### config.mk
export PLATFORM = sky130hd
export DESIGN_NAME = port_arbiter
export DESIGN_NICKNAME = d
export VERILOG_FILES = /design/src/hdl/simmem_pkg.sv /design/src/hdl/port_arbiter.sv
export SDC_FILE = /design/constraint.sdc
export NUM_CORES = 1
export LEC_CHECK = 0
export ABC_AREA = 1
export ABC_CLOCK_PERIOD_IN_PS = 1200
export BUFFER_PORTS_ARGS = -buffer_cell sky130_fd_sc_hd__buf_2
export CORE_UTILIZATION = 27
export CTS_CLUSTER_SIZE = 8
export DETAILED_ROUTE_END_ITERATION = 8
export HOLD_SLACK_MARGIN = 0.02
export PLACE_DENSITY_LB_ADDON = 0.08
export SYNTH_ARGS = -nofsm -noshare
export SYNTH_HDL_FRONTEND = slang
export SYNTH_SLANG_ARGS = --single-unit
### constraint.sdc
create_clock -name clk_i -period 1.2 [get_ports clk_i]
set_input_delay 0.12 -clock clk_i [delete_from_list [all_inputs] [get_ports clk_i]]
set_output_delay 0.12 -clock clk_i [all_outputs]
set_load 0.01 [all_outputs]
### src/hdl/simmem_pkg.sv
// All sizes and response codes of the shared memory; WRAP bursts decode as INCR, only full-width beats
package simmem_pkg;

  // Port count and derived port index width
  localparam int unsigned NUM_PORTS  = 2;
  localparam int unsigned PORT_IDX_W = (NUM_PORTS > 1) ? $clog2(NUM_PORTS) : 1;

  // Byte address, only bits [WORD_IDX_W+1:2] select a word
  localparam int unsigned ADDR_W     = 10;
  localparam int unsigned DATA_W     = 32;
  localparam int unsigned STRB_W     = DATA_W / 8;
  localparam int unsigned ID_W       = 4;

  // Burst length field holds beats minus one
  localparam int unsigned LEN_W      = 8;
  localparam int unsigned BURST_W    = 2;

  // Memory geometry
  localparam int unsigned WORD_IDX_W = 8;
  localparam int unsigned MEM_WORDS  = 256;

  // FIXED burst code, every other code runs as INCR
  localparam logic [BURST_W-1:0] BURST_FIXED = 2'b00;

  // B response codes
  localparam int unsigned RESP_W = 2;
  localparam logic [RESP_W-1:0] RESP_OKAY   = 2'b00;
  localparam logic [RESP_W-1:0] RESP_SLVERR = 2'b10;

endpackage

### src/hdl/port_arbiter.sv
// Round-robin arbiter, one grant per cycle, grant is combinational on the requests
`timescale 1ns/1ps

module port_arbiter (
  input  logic                                                     clk_i,
  input  logic                                                     arst_n_i,
  input  logic [simmem_pkg::NUM_PORTS-1:0]                         req_i,
  input  logic [simmem_pkg::NUM_PORTS-1:0]                         we_i,
  input  logic [simmem_pkg::NUM_PORTS-1:0][simmem_pkg::WORD_IDX_W-1:0] idx_i,
  input  logic [simmem_pkg::NUM_PORTS-1:0][simmem_pkg::DATA_W-1:0] wdata_i,
  input  logic [simmem_pkg::NUM_PORTS-1:0][simmem_pkg::STRB_W-1:0] strb_i,
  output logic [simmem_pkg::NUM_PORTS-1:0]                         gnt_o,
  output logic                                                     ram_en_o,
  output logic                                                     ram_we_o,
  output logic [simmem_pkg::WORD_IDX_W-1:0]                        ram_idx_o,
  output logic [simmem_pkg::DATA_W-1:0]                            ram_wdata_o,
  output logic [simmem_pkg::STRB_W-1:0]                            ram_be_o
);

  // Port with the highest priority in the current cycle
  logic [simmem_pkg::PORT_IDX_W-1:0] ptr_q;
  logic [simmem_pkg::PORT_IDX_W-1:0] sel;
  logic [simmem_pkg::PORT_IDX_W-1:0] ptr_nxt;
  logic                              found;

  always_comb begin
    int cand;
    int nxt;
    found = 1'b0;
    sel   = ptr_q;
    // Search starts at the pointer and wraps once around
    for (int k = 0; k < simmem_pkg::NUM_PORTS; k++) begin
      cand = (int'(ptr_q) + k) % simmem_pkg::NUM_PORTS;
      if (!found && req_i[cand]) begin
        found = 1'b1;
        sel   = cand[simmem_pkg::PORT_IDX_W-1:0];
      end
    end
    nxt     = (int'(sel) + 1) % simmem_pkg::NUM_PORTS;
    ptr_nxt = nxt[simmem_pkg::PORT_IDX_W-1:0];
  end

  always_comb begin
    gnt_o = '0;
    if (found) begin
      gnt_o[sel] = 1'b1;
    end
  end

  // Fields of the winning port go straight to the RAM
  assign ram_en_o    = found;
  assign ram_we_o    = we_i[sel];
  assign ram_idx_o   = idx_i[sel];
  assign ram_wdata_o = wdata_i[sel];
  assign ram_be_o    = strb_i[sel];

  // Pointer moves past the winner, holds when idle
  always_ff @(posedge clk_i or negedge arst_n_i) begin
    if (!arst_n_i) begin
      ptr_q <= '0;
    end else if (found) begin
      ptr_q <= ptr_nxt;
    end
  end

endmodule

## After elaboration in Yosys (flattened, before gate mapping)

Index checks and enable logic that the tools add are counted.

- Input port bits: 94
- Word-level logic and storage cells: 28
- Flip-flop bits (word level): 1
- Output and inout bits: 48

- $lt $le $gt $ge: 4
- Reduce and logical (&&, ||, !) cells: 3
- Muxes and demuxes: 18
- Add/subtract/negate cells: 2

Operator list:

| cell | number |
|---|---|
| $mux 32 | 2 |
| $mux 8 | 2 |
| $mux 1 | 10 |
| $mux 4 | 2 |
| $lt 1x2->1 const B | 3 |
| $add 1x1->1 const B | 2 |
| $logic_and 1x1->1 | 2 |
| $mux 2 | 1 |
| $demux 1 s1 | 1 |
| $ge 1x1->1 const B | 1 |
| $logic_not 1->1 | 1 |

## Depth between registers and ports, before layout

- Word-level depth: 11
- Mapped depth: 6
- Depth with buffers taken out: 5

## Worst setup path before layout

Ideal clock, no wire load.

- Path kind: reg2out
- From: reg ptr_q
- To: out ram_wdata_o[15] in the netlist's numbering
- Path slack: 0.151 ns
- Buffers on the path: 2
- Arrival: 0.929 ns
- Cell stages (with the launch flop): 7
- Required time: 1.080 ns
- Cells stage by stage: dfrtp_1 > nand2_1 > nand2_2 > buf_6 > buf_6 > nand3_1 > nand2_1

- Word-level cells in the longest chain between the ends: 8
- Elaborated cells on any way between the ends: 11
- Those cells by class: 1 x add/sub; 8 x mux; 2 x reduce/logical

Ends and longest elaborated chain:

| item | line | source |
|---|---|---|
| from (decl) | port_arbiter.sv:21 | `logic [simmem_pkg::PORT_IDX_W-1:0] ptr_q;` |
| from (signal assigned) | port_arbiter.sv:62 | `ptr_q <= ptr_nxt;` |
| $mux 1 (not written as such) (2 in a row) | port_arbiter.sv:34 | `if (!found && req_i[cand]) begin` |
| $mux 1 | port_arbiter.sv:34 |  |
| $logic_not 1->1 | port_arbiter.sv:34 |  |
| $logic_and 1x1->1 | port_arbiter.sv:34 |  |
| $mux 1 * | port_arbiter.sv:34 |  |
| $mux 32 (not written as such) * (2 in a row) | port_arbiter.sv:54 | `assign ram_wdata_o = wdata_i[sel];` |
| to (decl) | port_arbiter.sv:16 | `output logic [simmem_pkg::DATA_W-1:0] ram_wdata_o,` |

Every way passes the cells marked *; elsewhere a longest branch is shown, timed or not. The select of a mux whose other input is x is not followed.

## Worst setup path after layout

- From: reg ptr_q
- To: out ram_idx_o[6] in the netlist's numbering

- Word-level cells in the longest chain between the ends: 8
- Elaborated cells on any way between the ends: 11
- Those cells by class: 1 x add/sub; 8 x mux; 2 x reduce/logical

Ends and longest elaborated chain:

| item | line | source |
|---|---|---|
| $mux 1 (not written as such) (2 in a row) | port_arbiter.sv:34 |  |
| $mux 1 | port_arbiter.sv:34 |  |
| $logic_not 1->1 | port_arbiter.sv:34 |  |
| $logic_and 1x1->1 | port_arbiter.sv:34 |  |
| $mux 1 * | port_arbiter.sv:34 |  |
| $mux 8 (not written as such) * (2 in a row) | port_arbiter.sv:53 | `assign ram_idx_o = idx_i[sel];` |
| to (decl) | port_arbiter.sv:15 | `output logic [simmem_pkg::WORD_IDX_W-1:0] ram_idx_o,` |

Marked as above.

==> flow_summary.yaml <==
status:
  status: "complete, but fails checks"
  violations: "DRC"
timing:
  rsz0062_at_grt: "yes"
  timing_hold_violations_final: 0
  worstMarginPinSlew_ns: 0.160
  maxSlewViolCount: 0
  clock.fmax_mhz: 867
  slew_headroom_pct: 89.4
  finalSetupTns_ns: 0
  fin_crit_ns: 1.15
  fin_crit_sh_pct: 96.2
  finClkSkew_ns: 0
  setup_viol: 0
  setup_ws_ns: 0.0460
die:
  num_io_pins: 142
  initial_core_util_pct: 28.9
  die_w_um: 56.8
  die_y_um: 56.8
  core_um2: 2810
  rows: 19
  dieArea_um2: 3220
global_routing:
  grt_max_degree: 32
  busiest_layer: "met2"
  grtUsageMet2_pct: 42.2
  grt_pass1_vias: 1302
  grt.met1_usage_pct: 17.8
  grt_overflow_total: 0
  grt_use_met3_pct: 1.38
  grt_util_all_layers_pct: 18.3
  antenna_found_initial: 0
  grt_pass1_wl_mm: 5.07
setup_path:
  timing.rr.end: "ptr_q"
  rr_worst_depth: 4
  path_class: "flop to output port"
  crit_required_ns: 1.08
  cp.arrival_ns: 1.03
  r2r-start: "ptr_q"
  ff2ff_setup_slack_ns: 0.23
  worstSetupEndpointType: "output port"
  worst-path-max-fanout: 16
  critPathLaunchType: "flop"
min_path:
  hold_class: "input pin to async pin"
final_layout:
  reg_top3: "ptr_q x1"
  n_antenna_cell: 0
  n_fill_cell: 306
  syn2layout_area_growth_pct: 99.2
  largest-register: "ptr_q"
  drive_gt1_share_pct: 57.2
  nNetsFinal: 393
  largest_reg_flops: 1
  post-route-cell-area_um2: 1610
power:
  pwr-share-clk_pct: 0
  pwr-share-seq_pct: 4.6
  ir_drop_mv: 0.265
  p_per_area_nw_per_um2: 544
  p_comb_share_pct: 95.4
  leakagePower_nw: 1.10
  swShare_pct: 49.6
  p_sw_w: 0.000435
  p_int_w: 0.000442
routing:
  wl_per_cell_um: 9.61
  initialDrtViolationCount: 136
  drtAntennaViolNets: 0
  wl_mm: 3.15
  drc: 20
  via_per_inst: 4.45
  dr_total_vias: 1461
  firstDrtPassIters: 6
yosys:
  yosysUniqueCellTypes: 15
  yosysWarnings: 0
  mappedNetlistNets: 253
  synth_area_per_cell_um2: 5.09
  synth-seq-cells: 1
  syn_area_um2: 810
  synth_seq_area_share_pct: 3.09
  synthCells: 159
placement:
  pre_cts_ws_ns: 0.0328
  gp_congestion: 0.770
  placed_area_um2: 1560
  io_buffers: 141
  hpwl_mm: 2.51
flow_run:
  drv_cap: 0
clock_network:
  clk_pin_slew_ns: 0
  insertion_delay_ns: 0
Yosys cell counts:
master | count | area share [%]
buf_6 | 3 | 4.2
nand2_1 | 91 | 42
buf_4 | 5 | 4.6
or2_2 | 1 | 0.77
a21oi_1 | 1 | 0.62
nand2_2 | 1 | 0.77
inv_1 | 2 | 0.93
nand2_4 | 2 | 2.8
dfrtp_1 | 1 | 3.1
buf_2 | 4 | 2.5
nand3_2 | 10 | 12
o21ai_0 | 1 | 0.62
buf_12 | 1 | 2.5
inv_2 | 1 | 0.46
nand3_1 | 35 | 22
area by class of cell:
cell class	count	area, µm²	share of cell area (%)
Multi-Input combinational cell	142	693	43.0
Inverter	3	11.3	0.698
Timing Repair Buffer	151	845	52.4
Sequential cell	1	25.0	1.55
Tap cell	31	38.8	2.40
layout by cell type (no fill, tap or decap), types with 2 or more instances in the layout:
master   synthesis  layout
buf_2            4     141
nand2_1         91      88
nand3_1         35      33
nand3_2         10      12
buf_12           1       4
nand2_2          1       3
buf_6            3       3
nand2_4          2       2
inv_1            2       2
buf_4            5       2
critical path, stage by stage (launching register included):
cell and delay [ns]:
dfrtp_1 0.37, nand2_2 0.09, nand2_4 0.09, nand2_8 0.11
buf_12 0.14, nand2_1 0.05, nand2_1 0.05, buf_2 0.13
power groups by stage:
| stage | registers [W] | clock network [W] | logic (W) |
|---|---|---|---|
| final | 0.0000401 | 0 | 0.000837 |
| after global routing | 0.0000404 | 0 | 0.000928 |
| after CTS | 0.0000396 | 0 | 0.000823 |
| after detailed placement | 0.0000396 | 0 | 0.000818 |
| after global placement | 0.0000394 | 0 | 0.000818 |
| after floorplan | 0.0000393 | 0 | 0.000440 |
through the flow:
stage               std cells  hold slack (ns)  total power (W)  utilization [%]
finish                    328            0.429         0.000877             57.5
CTS                       328            0.441         0.000863             56.0
global placement          327           -0.103         0.000857             55.6
detailed placement        327           -0.102         0.000858             55.6
global route              328            0.450         0.000969             57.5
floorplan                 159           -0.176         0.000480                -
how the worst max path moves through the flow:
stage | from | to | slack [ns]
3_5_place_dp | ptr_q | ram_wdata_o[16] | 0.03
2_1_floorplan | ptr_q | ram_wdata_o[15] | 0.15
3_3_place_gp | ptr_q | ram_idx_o[7] | 0.04
5_1_grt | ptr_q | ram_wdata_o[11] | -0.04
4_1_cts | ptr_q | ram_wdata_o[31] | 0.03
6_report | ptr_q | ram_idx_o[6] | 0.05
repair_timing:
item | 4_1_cts | 5_1_grt
gates resized for setup | 0 | 10
endpoints found under the hold margin | 1 | 0
hold buffers | 1 | 0
buffers inserted | 0 | 0
endpoints found under the setup margin | 0 | 45
logic make-up (layout without fill, tap and decap cells):
group	after synthesis	after routing	synth area share, %
buffers and inverters	16	154	15.1
AOI/OAI and AO/OA	2	2	1.24
DFF	1	1	3.09
and+or+nand+nor	140	140	80.5
routing by layer:
metal,routed length (µm),vias to the layer above
li1,-,785
met1,1170,597
met2,1670,79
met3,319,0
met4,0,0
met5,0,-
Note: power is estimated with default switching activity, not from simulation.
