File: config.mk
export PLATFORM = sky130hd
export DESIGN_NAME = burst_port
export DESIGN_NICKNAME = d
export VERILOG_FILES = /design/src/hdl/simmem_pkg.sv /design/src/hdl/burst_port.sv
export SDC_FILE = /design/constraint.sdc
export NUM_CORES = 1
export LEC_CHECK = 0
export ABC_CLOCK_PERIOD_IN_PS = 1600
export BUFFER_PORTS_ARGS = -buffer_cell sky130_fd_sc_hd__clkbuf_2
export CAP_MARGIN = 20
export CORE_MARGIN = 5
export CORE_UTILIZATION = 41
export DETAILED_ROUTE_END_ITERATION = 10
export GPL_ROUTABILITY_DRIVEN = 0
export PLACE_DENSITY = 0.74
export SYNTH_ARGS = -nofsm -noshare
export SYNTH_HDL_FRONTEND = slang
export SYNTH_SLANG_ARGS = --single-unit
File: constraint.sdc
create_clock -name clk_i -period 1.6 [get_ports clk_i]
set_input_delay 0.08 -clock clk_i [delete_from_list [all_inputs] [get_ports clk_i]]
set_output_delay 0.08 -clock clk_i [all_outputs]
set_load 0.01 [all_outputs]
File: src/hdl/simmem_pkg.sv
// All sizes and response codes of the shared memory; WRAP bursts decode as INCR, only full-width beats
package simmem_pkg;

  // Port count and derived port index width
  localparam int unsigned NUM_PORTS  = 2;
  localparam int unsigned PORT_IDX_W = (NUM_PORTS > 1) ? $clog2(NUM_PORTS) : 1;

  // Byte address, only bits [WORD_IDX_W+1:2] select a word
  localparam int unsigned ADDR_W     = 10;
  localparam int unsigned DATA_W     = 32;
  localparam int unsigned STRB_W     = DATA_W / 8;
  localparam int unsigned ID_W       = 4;

  // Burst length field holds beats minus one
  localparam int unsigned LEN_W      = 8;
  localparam int unsigned BURST_W    = 2;

  // Memory geometry
  localparam int unsigned WORD_IDX_W = 8;
  localparam int unsigned MEM_WORDS  = 256;

  // FIXED burst code, every other code runs as INCR
  localparam logic [BURST_W-1:0] BURST_FIXED = 2'b00;

  // B response codes
  localparam int unsigned RESP_W = 2;
  localparam logic [RESP_W-1:0] RESP_OKAY   = 2'b00;
  localparam logic [RESP_W-1:0] RESP_SLVERR = 2'b10;

endpackage

File: src/hdl/burst_port.sv
// One burst port: a single open write and read burst each, writes win over reads inside the port
`timescale 1ns/1ps

module burst_port (
  input  logic                                clk_i,
  input  logic                                arst_n_i,
  // AW
  input  logic                                aw_valid_i,
  input  logic [simmem_pkg::ADDR_W-1:0]       aw_addr_i,
  input  logic [simmem_pkg::LEN_W-1:0]        aw_len_i,
  input  logic [simmem_pkg::BURST_W-1:0]      aw_burst_i,
  input  logic [simmem_pkg::ID_W-1:0]         aw_id_i,
  output logic                                aw_ready_o,
  // W
  input  logic                                w_valid_i,
  input  logic [simmem_pkg::DATA_W-1:0]       w_data_i,
  input  logic [simmem_pkg::STRB_W-1:0]       w_strb_i,
  input  logic                                w_last_i,
  output logic                                w_ready_o,
  // B
  output logic                                b_valid_o,
  output logic [simmem_pkg::ID_W-1:0]         b_id_o,
  output logic [simmem_pkg::RESP_W-1:0]       b_resp_o,
  input  logic                                b_ready_i,
  // AR
  input  logic                                ar_valid_i,
  input  logic [simmem_pkg::ADDR_W-1:0]       ar_addr_i,
  input  logic [simmem_pkg::LEN_W-1:0]        ar_len_i,
  input  logic [simmem_pkg::BURST_W-1:0]      ar_burst_i,
  input  logic [simmem_pkg::ID_W-1:0]         ar_id_i,
  output logic                                ar_ready_o,
  // R
  output logic                                r_valid_o,
  output logic [simmem_pkg::DATA_W-1:0]       r_data_o,
  output logic [simmem_pkg::ID_W-1:0]         r_id_o,
  output logic                                r_last_o,
  input  logic                                r_ready_i,
  // Monitors
  output logic                                mon_w_valid_o,
  output logic [simmem_pkg::WORD_IDX_W-1:0]   mon_w_addr_o,
  output logic [simmem_pkg::DATA_W-1:0]       mon_w_data_o,
  output logic                                mon_w_last_o,
  output logic                                mon_r_valid_o,
  output logic [simmem_pkg::WORD_IDX_W-1:0]   mon_r_addr_o,
  output logic [simmem_pkg::DATA_W-1:0]       mon_r_data_o,
  output logic                                mon_r_last_o,
  // Memory request path
  output logic                                mem_req_o,
  output logic                                mem_we_o,
  output logic [simmem_pkg::WORD_IDX_W-1:0]   mem_idx_o,
  output logic [simmem_pkg::DATA_W-1:0]       mem_wdata_o,
  output logic [simmem_pkg::STRB_W-1:0]       mem_strb_o,
  input  logic                                mem_gnt_i,
  input  logic [simmem_pkg::DATA_W-1:0]       ram_rdata_i
);

  logic                                wr_open_q, wr_fixed_q, wr_err_q;
  logic [simmem_pkg::WORD_IDX_W-1:0]   wr_idx_q;
  logic [simmem_pkg::LEN_W-1:0]        wr_cnt_q, wr_len_q;
  logic [simmem_pkg::ID_W-1:0]         wr_id_q;
  logic                                b_valid_q;
  logic                                rd_open_q, rd_fixed_q;
  logic [simmem_pkg::WORD_IDX_W-1:0]   rd_idx_q;
  logic [simmem_pkg::LEN_W-1:0]        rd_cnt_q, rd_len_q;
  logic [simmem_pkg::ID_W-1:0]         rd_id_q;
  logic                                r_valid_q, r_fresh_q;
  logic [simmem_pkg::DATA_W-1:0]       r_data_q;
  logic wr_req, rd_req, aw_fire, w_fire, ar_fire, r_fire, w_last_exp, w_mismatch;

  assign aw_ready_o = !wr_open_q && !b_valid_q;
  assign ar_ready_o = !rd_open_q;
  assign aw_fire    = aw_valid_i && aw_ready_o;
  assign ar_fire    = ar_valid_i && ar_ready_o;

  // One request per beat, a read only when the R register is free
  assign wr_req     = wr_open_q && w_valid_i;
  assign rd_req     = rd_open_q && !r_valid_q && !wr_req;
  assign mem_req_o  = wr_req || rd_req;
  assign mem_we_o   = wr_req;
  assign mem_idx_o  = wr_req ? wr_idx_q : rd_idx_q;
  assign mem_wdata_o = w_data_i;
  assign mem_strb_o = wr_req ? w_strb_i : '0;

  // The W beat completes with its grant
  assign w_ready_o  = wr_req && mem_gnt_i;
  assign w_fire     = w_ready_o;
  assign w_last_exp = (wr_cnt_q == wr_len_q);
  assign w_mismatch = (w_last_i != w_last_exp);

  always_ff @(posedge clk_i or negedge arst_n_i) begin
    if (!arst_n_i) begin
      wr_open_q  <= 1'b0;
      wr_fixed_q <= 1'b0;
      wr_err_q   <= 1'b0;
      wr_idx_q   <= '0;
      wr_cnt_q   <= '0;
      wr_len_q   <= '0;
      wr_id_q    <= '0;
      b_valid_q  <= 1'b0;
      b_id_o     <= '0;
      b_resp_o   <= simmem_pkg::RESP_OKAY;
    end else begin
      if (aw_fire) begin
        wr_open_q  <= 1'b1;
        wr_fixed_q <= (aw_burst_i == simmem_pkg::BURST_FIXED);
        wr_err_q   <= 1'b0;
        wr_idx_q   <= aw_addr_i[simmem_pkg::WORD_IDX_W+1:2];
        wr_cnt_q   <= '0;
        wr_len_q   <= aw_len_i;
        wr_id_q    <= aw_id_i;
      end else if (w_fire) begin
        // Burst length decides the end, the last flag only feeds the error
        if (w_last_exp) begin
          wr_open_q <= 1'b0;
          b_valid_q <= 1'b1;
          b_id_o    <= wr_id_q;
          b_resp_o  <= (wr_err_q || w_mismatch) ? simmem_pkg::RESP_SLVERR
                                                : simmem_pkg::RESP_OKAY;
        end else begin
          wr_err_q <= wr_err_q || w_mismatch;
          wr_cnt_q <= wr_cnt_q + 1'b1;
          wr_idx_q <= wr_idx_q + {7'd0, !wr_fixed_q};
        end
      end
      if (b_valid_q && b_ready_i) begin
        b_valid_q <= 1'b0;
      end
    end
  end

  assign b_valid_o = b_valid_q;

  // Read data is live on ram_rdata_i in the first R cycle, held afterwards
  assign r_valid_o = r_valid_q;
  assign r_data_o  = r_fresh_q ? ram_rdata_i : r_data_q;
  assign r_id_o    = rd_id_q;
  assign r_last_o  = (rd_cnt_q == rd_len_q);
  assign r_fire    = r_valid_q && r_ready_i;

  always_ff @(posedge clk_i or negedge arst_n_i) begin
    if (!arst_n_i) begin
      rd_open_q  <= 1'b0;
      rd_fixed_q <= 1'b0;
      rd_idx_q   <= '0;
      rd_cnt_q   <= '0;
      rd_len_q   <= '0;
      rd_id_q    <= '0;
      r_valid_q  <= 1'b0;
      r_fresh_q  <= 1'b0;
    end else begin
      r_fresh_q <= rd_req && mem_gnt_i;
      if (ar_fire) begin
        rd_open_q  <= 1'b1;
        rd_fixed_q <= (ar_burst_i == simmem_pkg::BURST_FIXED);
        rd_idx_q   <= ar_addr_i[simmem_pkg::WORD_IDX_W+1:2];
        rd_cnt_q   <= '0;
        rd_len_q   <= ar_len_i;
        rd_id_q    <= ar_id_i;
      end
      if (rd_req && mem_gnt_i) begin
        r_valid_q <= 1'b1;
      end else if (r_fire) begin
        r_valid_q <= 1'b0;
        if (r_last_o) begin
          rd_open_q <= 1'b0;
        end else begin
          rd_cnt_q <= rd_cnt_q + 1'b1;
          rd_idx_q <= rd_idx_q + {7'd0, !rd_fixed_q};
        end
      end
    end
  end

  always_ff @(posedge clk_i) begin
    if (r_fresh_q) begin
      r_data_q <= ram_rdata_i;
    end
  end

  // Monitors trail each transfer by one cycle
  always_ff @(posedge clk_i or negedge arst_n_i) begin
    if (!arst_n_i) begin
      mon_w_valid_o <= 1'b0;
      mon_r_valid_o <= 1'b0;
    end else begin
      mon_w_valid_o <= w_fire;
      mon_r_valid_o <= r_fire;
    end
  end

  always_ff @(posedge clk_i) begin
    mon_w_addr_o <= wr_idx_q;
    mon_w_data_o <= w_data_i;
    mon_w_last_o <= w_last_exp;
    mon_r_addr_o <= rd_idx_q;
    mon_r_data_o <= r_data_o;
    mon_r_last_o <= r_last_o;
  end

endmodule

# [Word-level counts from Yosys, hierarchy flattened]
# Cells that the tools add are included.
[word_totals] regBits=154 latch_bits=0 ram_bits=0 romBits=0 inputBits=125 n_memories=0
[classes] add_sub_neg=4 multipliers=0 n_div=0 magnitude_cmp=0 eq_ne=5 n_shift=0 mux=34 n_bitwise=1 n_reduce_logical=30
[ops] operator="2-to-1 mux 8 bit" count=15
[ops] operator="2-to-1 mux 32 bit" count=1
[ops] operator="adder 8 x 1 -> 8 bit" count=2
[ops] operator="adder 8 x 1 -> 8 bit, second input constant" count=2
[ops] operator="equality test 8 bit" count=2
[ops] operator="2-to-1 mux 1 bit" count=16
[ops] operator="logical AND 1 bit" count=10
[ops] operator="nonzero test 2 bit" count=5
[ops] operator="logical NOT 1 bit" count=7
[ops] operator="AND reduction 3 bit" count=2
[ops] operator="logical NOT 2 bit" count=2
[ops] operator="2-to-1 mux 4 bit" count=1
[ops] operator="AND reduction 2 bit" count=2
[ops] operator="logical OR 1 bit" count=2
[ops] operator="2-to-1 mux 2 bit" count=1
[ops] operator="inequality test 2 x 1 -> 1 bit, second input constant" count=1
[ops] operator="inequality test 2 bit, second input constant" count=1
[ops] operator="inequality test 1 bit" count=1
[ops] operator="NOT 1 bit" count=1

# [Longest topological paths before layout]
# Gate-level depths: netlist (run 1).
[logic_depth] ltp_word=6 ltp_mapped=7

# [Least setup slack after synthesis (run 1)]
# OpenSTA, ideal clock, no wires.
[synth_timing] path_kind="flip-flop to flip-flop" start="register wr_cnt_q[2] in the netlist's numbering" end="register b_id_o[0] in the netlist's numbering" setup_time_ns=0.125 arrival_time_ns=1.597 required_time_ns=1.475 slack_ns=-0.121 stages_incl_launch_ff=6 n_path_buf=1 synth_period_minus_slack_ns=1.721 cell_sequence="dfrtp_1 > xor2_1 > nor4_1 > and3_1 > buf_4 > mux2_2"
[synth_between] elab_chain_cells=2
[synth_rtl] item="from (decl)" line_no="burst_port.sv:59" rtl="logic [simmem_pkg::LEN_W-1:0] wr_cnt_q, wr_len_q;"
[synth_rtl] item="from (signal assigned)" line_no="burst_port.sv:121" rtl="wr_cnt_q <= wr_cnt_q + 1'b1;"
[synth_rtl] item="equality test 8 bit" line_no="burst_port.sv:87" rtl="assign w_last_exp = (wr_cnt_q == wr_len_q);"
[synth_rtl] item="AND reduction 3 bit (no line)"
[synth_rtl] item="to (signal assigned)" line_no="burst_port.sv:116" rtl="b_id_o <= wr_id_q;"
[synth_rtl] item="to (decl)" line_no="burst_port.sv:22" rtl="output logic [simmem_pkg::ID_W-1:0] b_id_o,"
# Every way passes these cells.
# A chain may end at the register's enable or synchronous reset.

# [Worst setup path after layout (run 1)]
[layout_timing] start="register rd_len_q[6] in the netlist's numbering" end="register rd_cnt_q[6] in the netlist's numbering"
[layout_between] elab_chain_cells=4
[layout_rtl] item="from (decl)" line_no="burst_port.sv:64" rtl="logic [simmem_pkg::LEN_W-1:0] rd_cnt_q, rd_len_q;"
[layout_rtl] item="from (signal assigned)" line_no="burst_port.sv:157" rtl="rd_len_q <= ar_len_i;"
[layout_rtl] item="equality test 8 bit" line_no="burst_port.sv:137" rtl="assign r_last_o = (rd_cnt_q == rd_len_q);"
[layout_rtl] item="2-to-1 mux 8 bit" line_no="burst_port.sv:164" rtl="if (r_last_o) begin"
[layout_rtl] item="2-to-1 mux 8 bit" line_no="burst_port.sv:162" rtl="end else if (r_fire) begin"
[layout_rtl] item="2-to-1 mux 8 bit" line_no="burst_port.sv:160" rtl="if (rd_req && mem_gnt_i) begin"
[layout_rtl] item="to (signal assigned)" line_no="burst_port.sv:167" rtl="rd_cnt_q <= rd_cnt_q + 1'b1;"
[layout_rtl] item="to (decl)" line_no="burst_port.sv:64"
# Every way passes these cells.

==> results.md, run 1 <==
* Vias at 5,691
* First-pass GRT wire length at 31.7 mm
* Max-slew violations at 0
* RSZ-0062 raised after global routing: yes
* Worst min path class: input port to register
* Fin. Hold Viols at 0
* Post-DP HPWL at 13.5 mm
* WS Path Type: register to register
* Metal-1 WL at 8.10 mm
* CTS tree: yes
* Max rail drop VDD at 0.00118 V
* Post-synthesis cell area at 5900 sq um
* Internal Power at 11.9 mW
* CORE AREA at 14,000 sq um
* Drt pass-1 iters at 4
* Worst EP arrival at 2.10 ns
* WL final at 21.9 mm
* Ports at 303
* Die Span X at 130 um
* N_diodes at 0
* Placed Cells at 1,012
* Endpoints failing setup at 74
* Final worst-path cycle share at 1.14
* Worst-path fanout max at 7
* Layout cell share with drive strength beyond 1 at 0.489
* Leakage at 5.23 nW
* H-tree levels at 4
* Vias per Instance at 4.83
* Sequential area share after synthesis at 0.579
* Switching power at 6.54 mW
* Crit. End Element: register
* Layout area overhead at 73.7%
* GRT Util Overall at 0.243
* Port buffer count at 297
* Met2 routed WL at 11.3 mm
* WL met3 at 1.92 mm
* Die H at 130 um
* Cells after Synth at 534
* Vias in the first global route at 6,190
* Largest net degree at the start of global routing at 34
* Gr ovfl total at 0
* Maximum capacitance violations at 0
* Highest metal used: met4
* Routed len/inst at 18.6 um
* Yosys warnings at 0
* Drt initial violations at 229
* Filler cells at 923
* Initial Utilization at 0.422
* Nets at 1,116
* Initial antenna violation count at 0
* CTS root buffer: clkbuf_16
* Logic pwr share at 0.444
* Final Skew at 0.00830 ns
* Antenna violation net count after detailed routing at 0
* Mapped Nets at 665
* CTS Buffer Depth at 2
* Core Util, Final at 0.733
* Fin Hold WS at 0.0234 ns
* Flops & latches, synth at 153
* Fin Setup TNS at -5.02 ns
* Fin cells at 1,178
* Tmin final at 1.82 ns
* Clock Power Share at 0.219
* Status: complete, but fails checks
* Failing checks: setup timing
* F_max at 549 MHz
* Startpoint types: register
* Sw Ratio at 0.354
* Syn avg cell area at 11.1 sq um
* Final Worst Setup Slack at -0.220 ns
* Clock Latency Late Sink at 0.41 ns
* TritonCTS Buffers at 17
* DRC Markers at 0
* Flop pwr share at 0.337
* Cell variety after synth at 41
* Sink Count at 153
* Row cnt at 43
* Clock Pin Slew Worst Setup and Hold Paths at 0.06 ns
* Power density cells at 1800 nW/um^2
* Full die area at 16,900 sq um
* Critical Path RT at 1.88 ns
-- flip-flops by register name, indices dropped and copies added (netlist names), 4 cells and up --
name,cells
rd_len_q,8
rd_cnt_q,8
wr_id_q,4
mon_w_data_o,32
rd_idx_q,8
wr_len_q,8
mon_w_addr_o,8
wr_idx_q,8
r_id_o,4
b_id_o,4
wr_cnt_q,8
mon_r_data_o,32
mon_r_addr_o,8
-- power by group through the flow --
stage          Clock (mW)  Sequential [mW]  Combinational, mW
3_5_place_dp            0             6.12               5.90
6_report             4.04             6.23               8.21
4_1_cts              4.08             6.09               7.02
5_1_grt              4.26             6.36               8.84
3_3_place_gp            0             6.07               5.82
2_1_floorplan           0             6.43               2.76
-- cells in the mapped netlist, drive strengths merged --
library cell / n / area share
nand4: 7 / 0.0074
a21o: 7 / 0.0089
dfxtp: 82 / 0.28
nor4b: 1 / 0.0015
and3: 10 / 0.011
or2: 1 / 0.0011
ha: 6 / 0.013
xor2: 16 / 0.024
mux2i: 11 / 0.019
nand3b: 4 / 0.0051
a21oi: 12 / 0.012
clkbuf: 8 / 0.0051
conb: 1 / 0.00064
a221o: 3 / 0.0051
nand2: 110 / 0.070
or3: 6 / 0.0064
o21ai: 13 / 0.011
inv: 11 / 0.0070
nor2: 18 / 0.011
nand3: 18 / 0.017
mux2: 43 / 0.082
xnor2: 11 / 0.016
and4: 1 / 0.0015
and2: 4 / 0.0042
buf: 44 / 0.053
a211oi: 3 / 0.0055
nor3: 2 / 0.0017
dfrtp: 71 / 0.30
a31oi: 1 / 0.0011
nor2b: 1 / 0.0011
nor4: 4 / 0.0064
a2111oi: 2 / 0.0093
a22o: 2 / 0.0030
-- cells in the final DEF, fill, tap and decap left out, drive strengths merged, types with 11 or more instances in the layout --
master / instances
nand3: 18
dlygate4sd3: 107
inv: 14
mux2i: 11
nor2: 18
dfrtp: 71
xor2: 16
dfxtp: 82
nand2: 110
buf: 108
clkbuf: 289
xnor2: 11
mux2: 43
a21oi: 14
o21ai: 13
-- repair_timing --
item,in CTS,in global routing
gates cloned,6,1
buffers inserted,9,14
gates resized for setup,71,117
endpoints found under the setup margin,54,81
pin swaps,37,18
hold endpoints to repair,176,0
hold buffers,107,0
-- critical path, stage by stage (launching register included) --
cell and delay, ns:
dfrtp_1 0.39, xor2_1 0.19, nor4_4 0.34, buf_4 0.21
a21oi_4 0.10, and3_1 0.18, a221o_1 0.28
-- routing by layer --
layer  track usage  vias up
li1              -     2661
met1         0.266     2714
met2         0.443      276
met3        0.0716       40
met4        0.0880        0
met5             0        -
-- worst paths after layout --
check	to	slack, ns	from	cells after the start
worst max-delay path	rd_cnt_q[6]$_DFF_PN0_	-0.22	rd_len_q[6]$_DFFE_PN0P_	6
worst min-delay path	rd_idx_q[6]$_DFF_PN0_	0.02	ar_addr_i[8]	4
worst max register to register	rd_cnt_q[6]$_DFF_PN0_	-0.22	rd_len_q[6]$_DFFE_PN0P_	6
worst min register to register	mon_w_addr_o[7]$_DFF_P_	0.43	wr_idx_q[7]$_DFFE_PN0P_	0
max in group asynchronous	wr_id_q[2]$_DFFE_PN0P_	0.90	arst_n_i	3
min in group asynchronous	wr_idx_q[6]$_DFFE_PN0P_	0.14	arst_n_i	2
-- cell families (layout without fill, tap and decap cells) --
kind of cell / count (synthesis) / count (layout) / synth area share
other: 1 / 1 / 0.000635
muxes: 54 / 54 / 0.101
buffers and inverters: 63 / 525 / 0.0653
and+or+nand+nor: 187 / 187 / 0.146
adders and majority gates: 6 / 6 / 0.0127
AOI/OAI and AO/OA: 43 / 45 / 0.0560
DFF: 153 / 153 / 0.579
xor gates and xnor gates: 27 / 27 / 0.0401
-- area by class of cell --
cell class | instances | area [sq um] | area share
clock inverter | 10 | 116 | 0.0113
inverter | 11 | 48.8 | 0.00476
clock buffer | 22 | 475 | 0.0464
sequential | 153 | 3420 | 0.333
timing repair buffer | 482 | 3510 | 0.342
multi-input combinational | 320 | 2460 | 0.240
tap | 180 | 225 | 0.0220
-- stage by stage --
| step | setup slack, ns | instance area (sq um) | total power [mW] |
|---|---|---|---|
| finish | -0.220 | 10300 | 18.5 |
| global route | -0.277 | 10300 | 19.5 |
| CTS | -0.202 | 9810 | 17.2 |
| detailed placement | -0.283 | 7750 | 12.0 |
| global placement | -0.256 | 7750 | 11.9 |
| floorplan | -0.0792 | 5920 | 9.18 |
Power figures use the tool's default switching activity.
==> run 2, diff against run 1 <==
Settings changed: RECOVER_POWER set to 25.
==> results.md, run 2 (same netlist as run 1, synthesis figures left out) <==
* Status: complete, but fails checks
* Failing checks: setup timing
* Maximum capacitance violations at 0
* Sink Count at 153
* Worst EP arrival at 2.10 ns
* H-tree levels at 4
* Setup crit end: rd_cnt_q[6]$_DFF_PN0_
* WS Path Type: register to register
* Drt initial violations at 225
* Setup crit start: rd_len_q[6]$_DFFE_PN0P_
* GRT Util Overall at 0.243
* Die Span X at 130 um
* Layout area overhead at 72.7%
* Worst-path fanout max at 7
* RSZ-0062 raised after global routing: yes
* Worst-margin pin slew at 0.731 ns
* Top flop regs: mon_r_data_o: 32 flops, mon_w_data_o: 32 flops
* RR Startpoint: rd_len_q[6]$_DFFE_PN0P_
* Most frequent cells in the layout: clkbuf_2, dlygate4sd3_1, nand2_1
* Final Worst Setup Slack at -0.219 ns
* Slew HR at 0.513
* Nets at 1,116
* CTS root buffer: clkbuf_16
* Initial Utilization at 0.422
* Endpoints failing setup at 74
* Max-slew violations at 0
* Critical Path RT at 1.89 ns
* Power density cells at 1810 nW/um^2
* DRC Markers at 0
* Met2 GRT Util at 0.443
* TritonCTS Buffers at 17
* Vias per Instance at 4.85
* Commonest non-fill, non-tap cell in the layout: clkbuf_2
* Max rail drop VDD at 0.00118 V
* FF-to-FF End: rd_cnt_q[6]$_DFF_PN0_
* Routed len/inst at 18.6 um
* Fin. Hold Viols at 0
* Vias in the first global route at 6,190
* CTS tree: yes
* Drt pass-1 iters at 4
* Largest net degree at the start of global routing at 34
* First-pass GRT wire length at 31.7 mm
* Vias at 5,716
* Final Skew at 0.00733 ns
* Clock Latency Late Sink at 0.41 ns
* Gr ovfl total at 0
* Final instance area at 10,200 sq um
* F_max at 550 MHz
* Overall Power at 18.4 mW
* Fin Setup TNS at -4.98 ns
* Core Util, Final at 0.729
* Post-DP HPWL at 13.5 mm
* Crit. End Element: register
* Die H at 130 um
* CORE AREA at 14,000 sq um
* Fin Hold WS at 0.0214 ns
* Post-place instance area at 7750 sq um
* Port buffer count at 297
* Ports at 303
* Row cnt at 43
* Placed Cells at 1,012
* Full die area at 16,900 sq um
* Met1 global-route usage at 0.266
* N_diodes at 0
* Pre-CTS setup slack at -0.283 ns
* Leakage at 5.13 nW
* Antenna violation net count after detailed routing at 0
* Final worst-path cycle share at 1.14
* CTS Buffer Depth at 2
* Fin cells at 1,178
* GR peak layer: met2
* Initial antenna violation count at 0
* Met3 GRT Util at 0.0716
* Flop2flop setup slack at -0.22 ns
* Clock Pin Slew Worst Setup and Hold Paths at 0.06 ns
* Worst min path class: input port to register
* Tmin final at 1.82 ns
* R2R depth at 6
* WL final at 21.9 mm
* Layout cell share with drive strength beyond 1 at 0.458
* Startpoint types: register
==> run 2: what timing repair did <==
item	in CTS	in global routing
cloned	6	1
pin swaps	37	18
endpoints found under the hold margin	176	0
setup endpoints to repair	54	81
hold buffers	107	0
buffers inserted	9	14
gates resized for setup	71	117
==> run 2: worst min path at each step <==
stage	start	to	slack (ns)	cells past startpoint
after global routing	mem_gnt_i	r_fresh_q$_DFF_PN0_	0.02	2
after CTS	mem_gnt_i	mon_w_valid_o$_DFF_PN0_	0.007	3
after detailed placement	arst_n_i	wr_idx_q[6]$_DFFE_PN0P_	0.03	1
final	mem_gnt_i	mon_w_valid_o$_DFF_PN0_	0.02	3
after floorplan	arst_n_i	b_id_o[0]$_DFFE_PN0P_	-0.22	0
after global placement	arst_n_i	wr_idx_q[6]$_DFFE_PN0P_	0.02	1
==> run 2: power breakdown <==
part	switching, mW	internal (mW)
clock network	1.60	2.44
logic	3.93	4.23
registers	1.02	5.21
total	6.54	11.9
==> run 2: layout make-up <==
cell class                      instances  area [sq um]
Fill cell                             952          3800
Clock buffer                           22           475
Timing Repair Buffer                  482          3450
Multi-Input combinational cell        320          2460
Sequential cell                       153          3420
Tap cell                              180           225
Inverter                               11          48.8
Clock inverter                         10           116
==> run 2: routing by layer <==
| metal | wire [um] | part of all wire | vias up |
|---|---|---|---|
| met5 | 0 | 0 | - |
| met4 | 567 | 0.026 | 0 |
| met3 | 1930 | 0.088 | 38 |
| met2 | 11400 | 0.52 | 277 |
| met1 | 8070 | 0.37 | 2742 |
| li1 | - | - | 2659 |
==> run 2: worst max-delay path, stage by stage, from the launching register on <==
cell and delay (ns):
dfrtp_1 0.39, xor2_1 0.19, nor4_4 0.34, buf_4 0.20
a21oi_4 0.10, and3_1 0.18, a221o_1 0.29
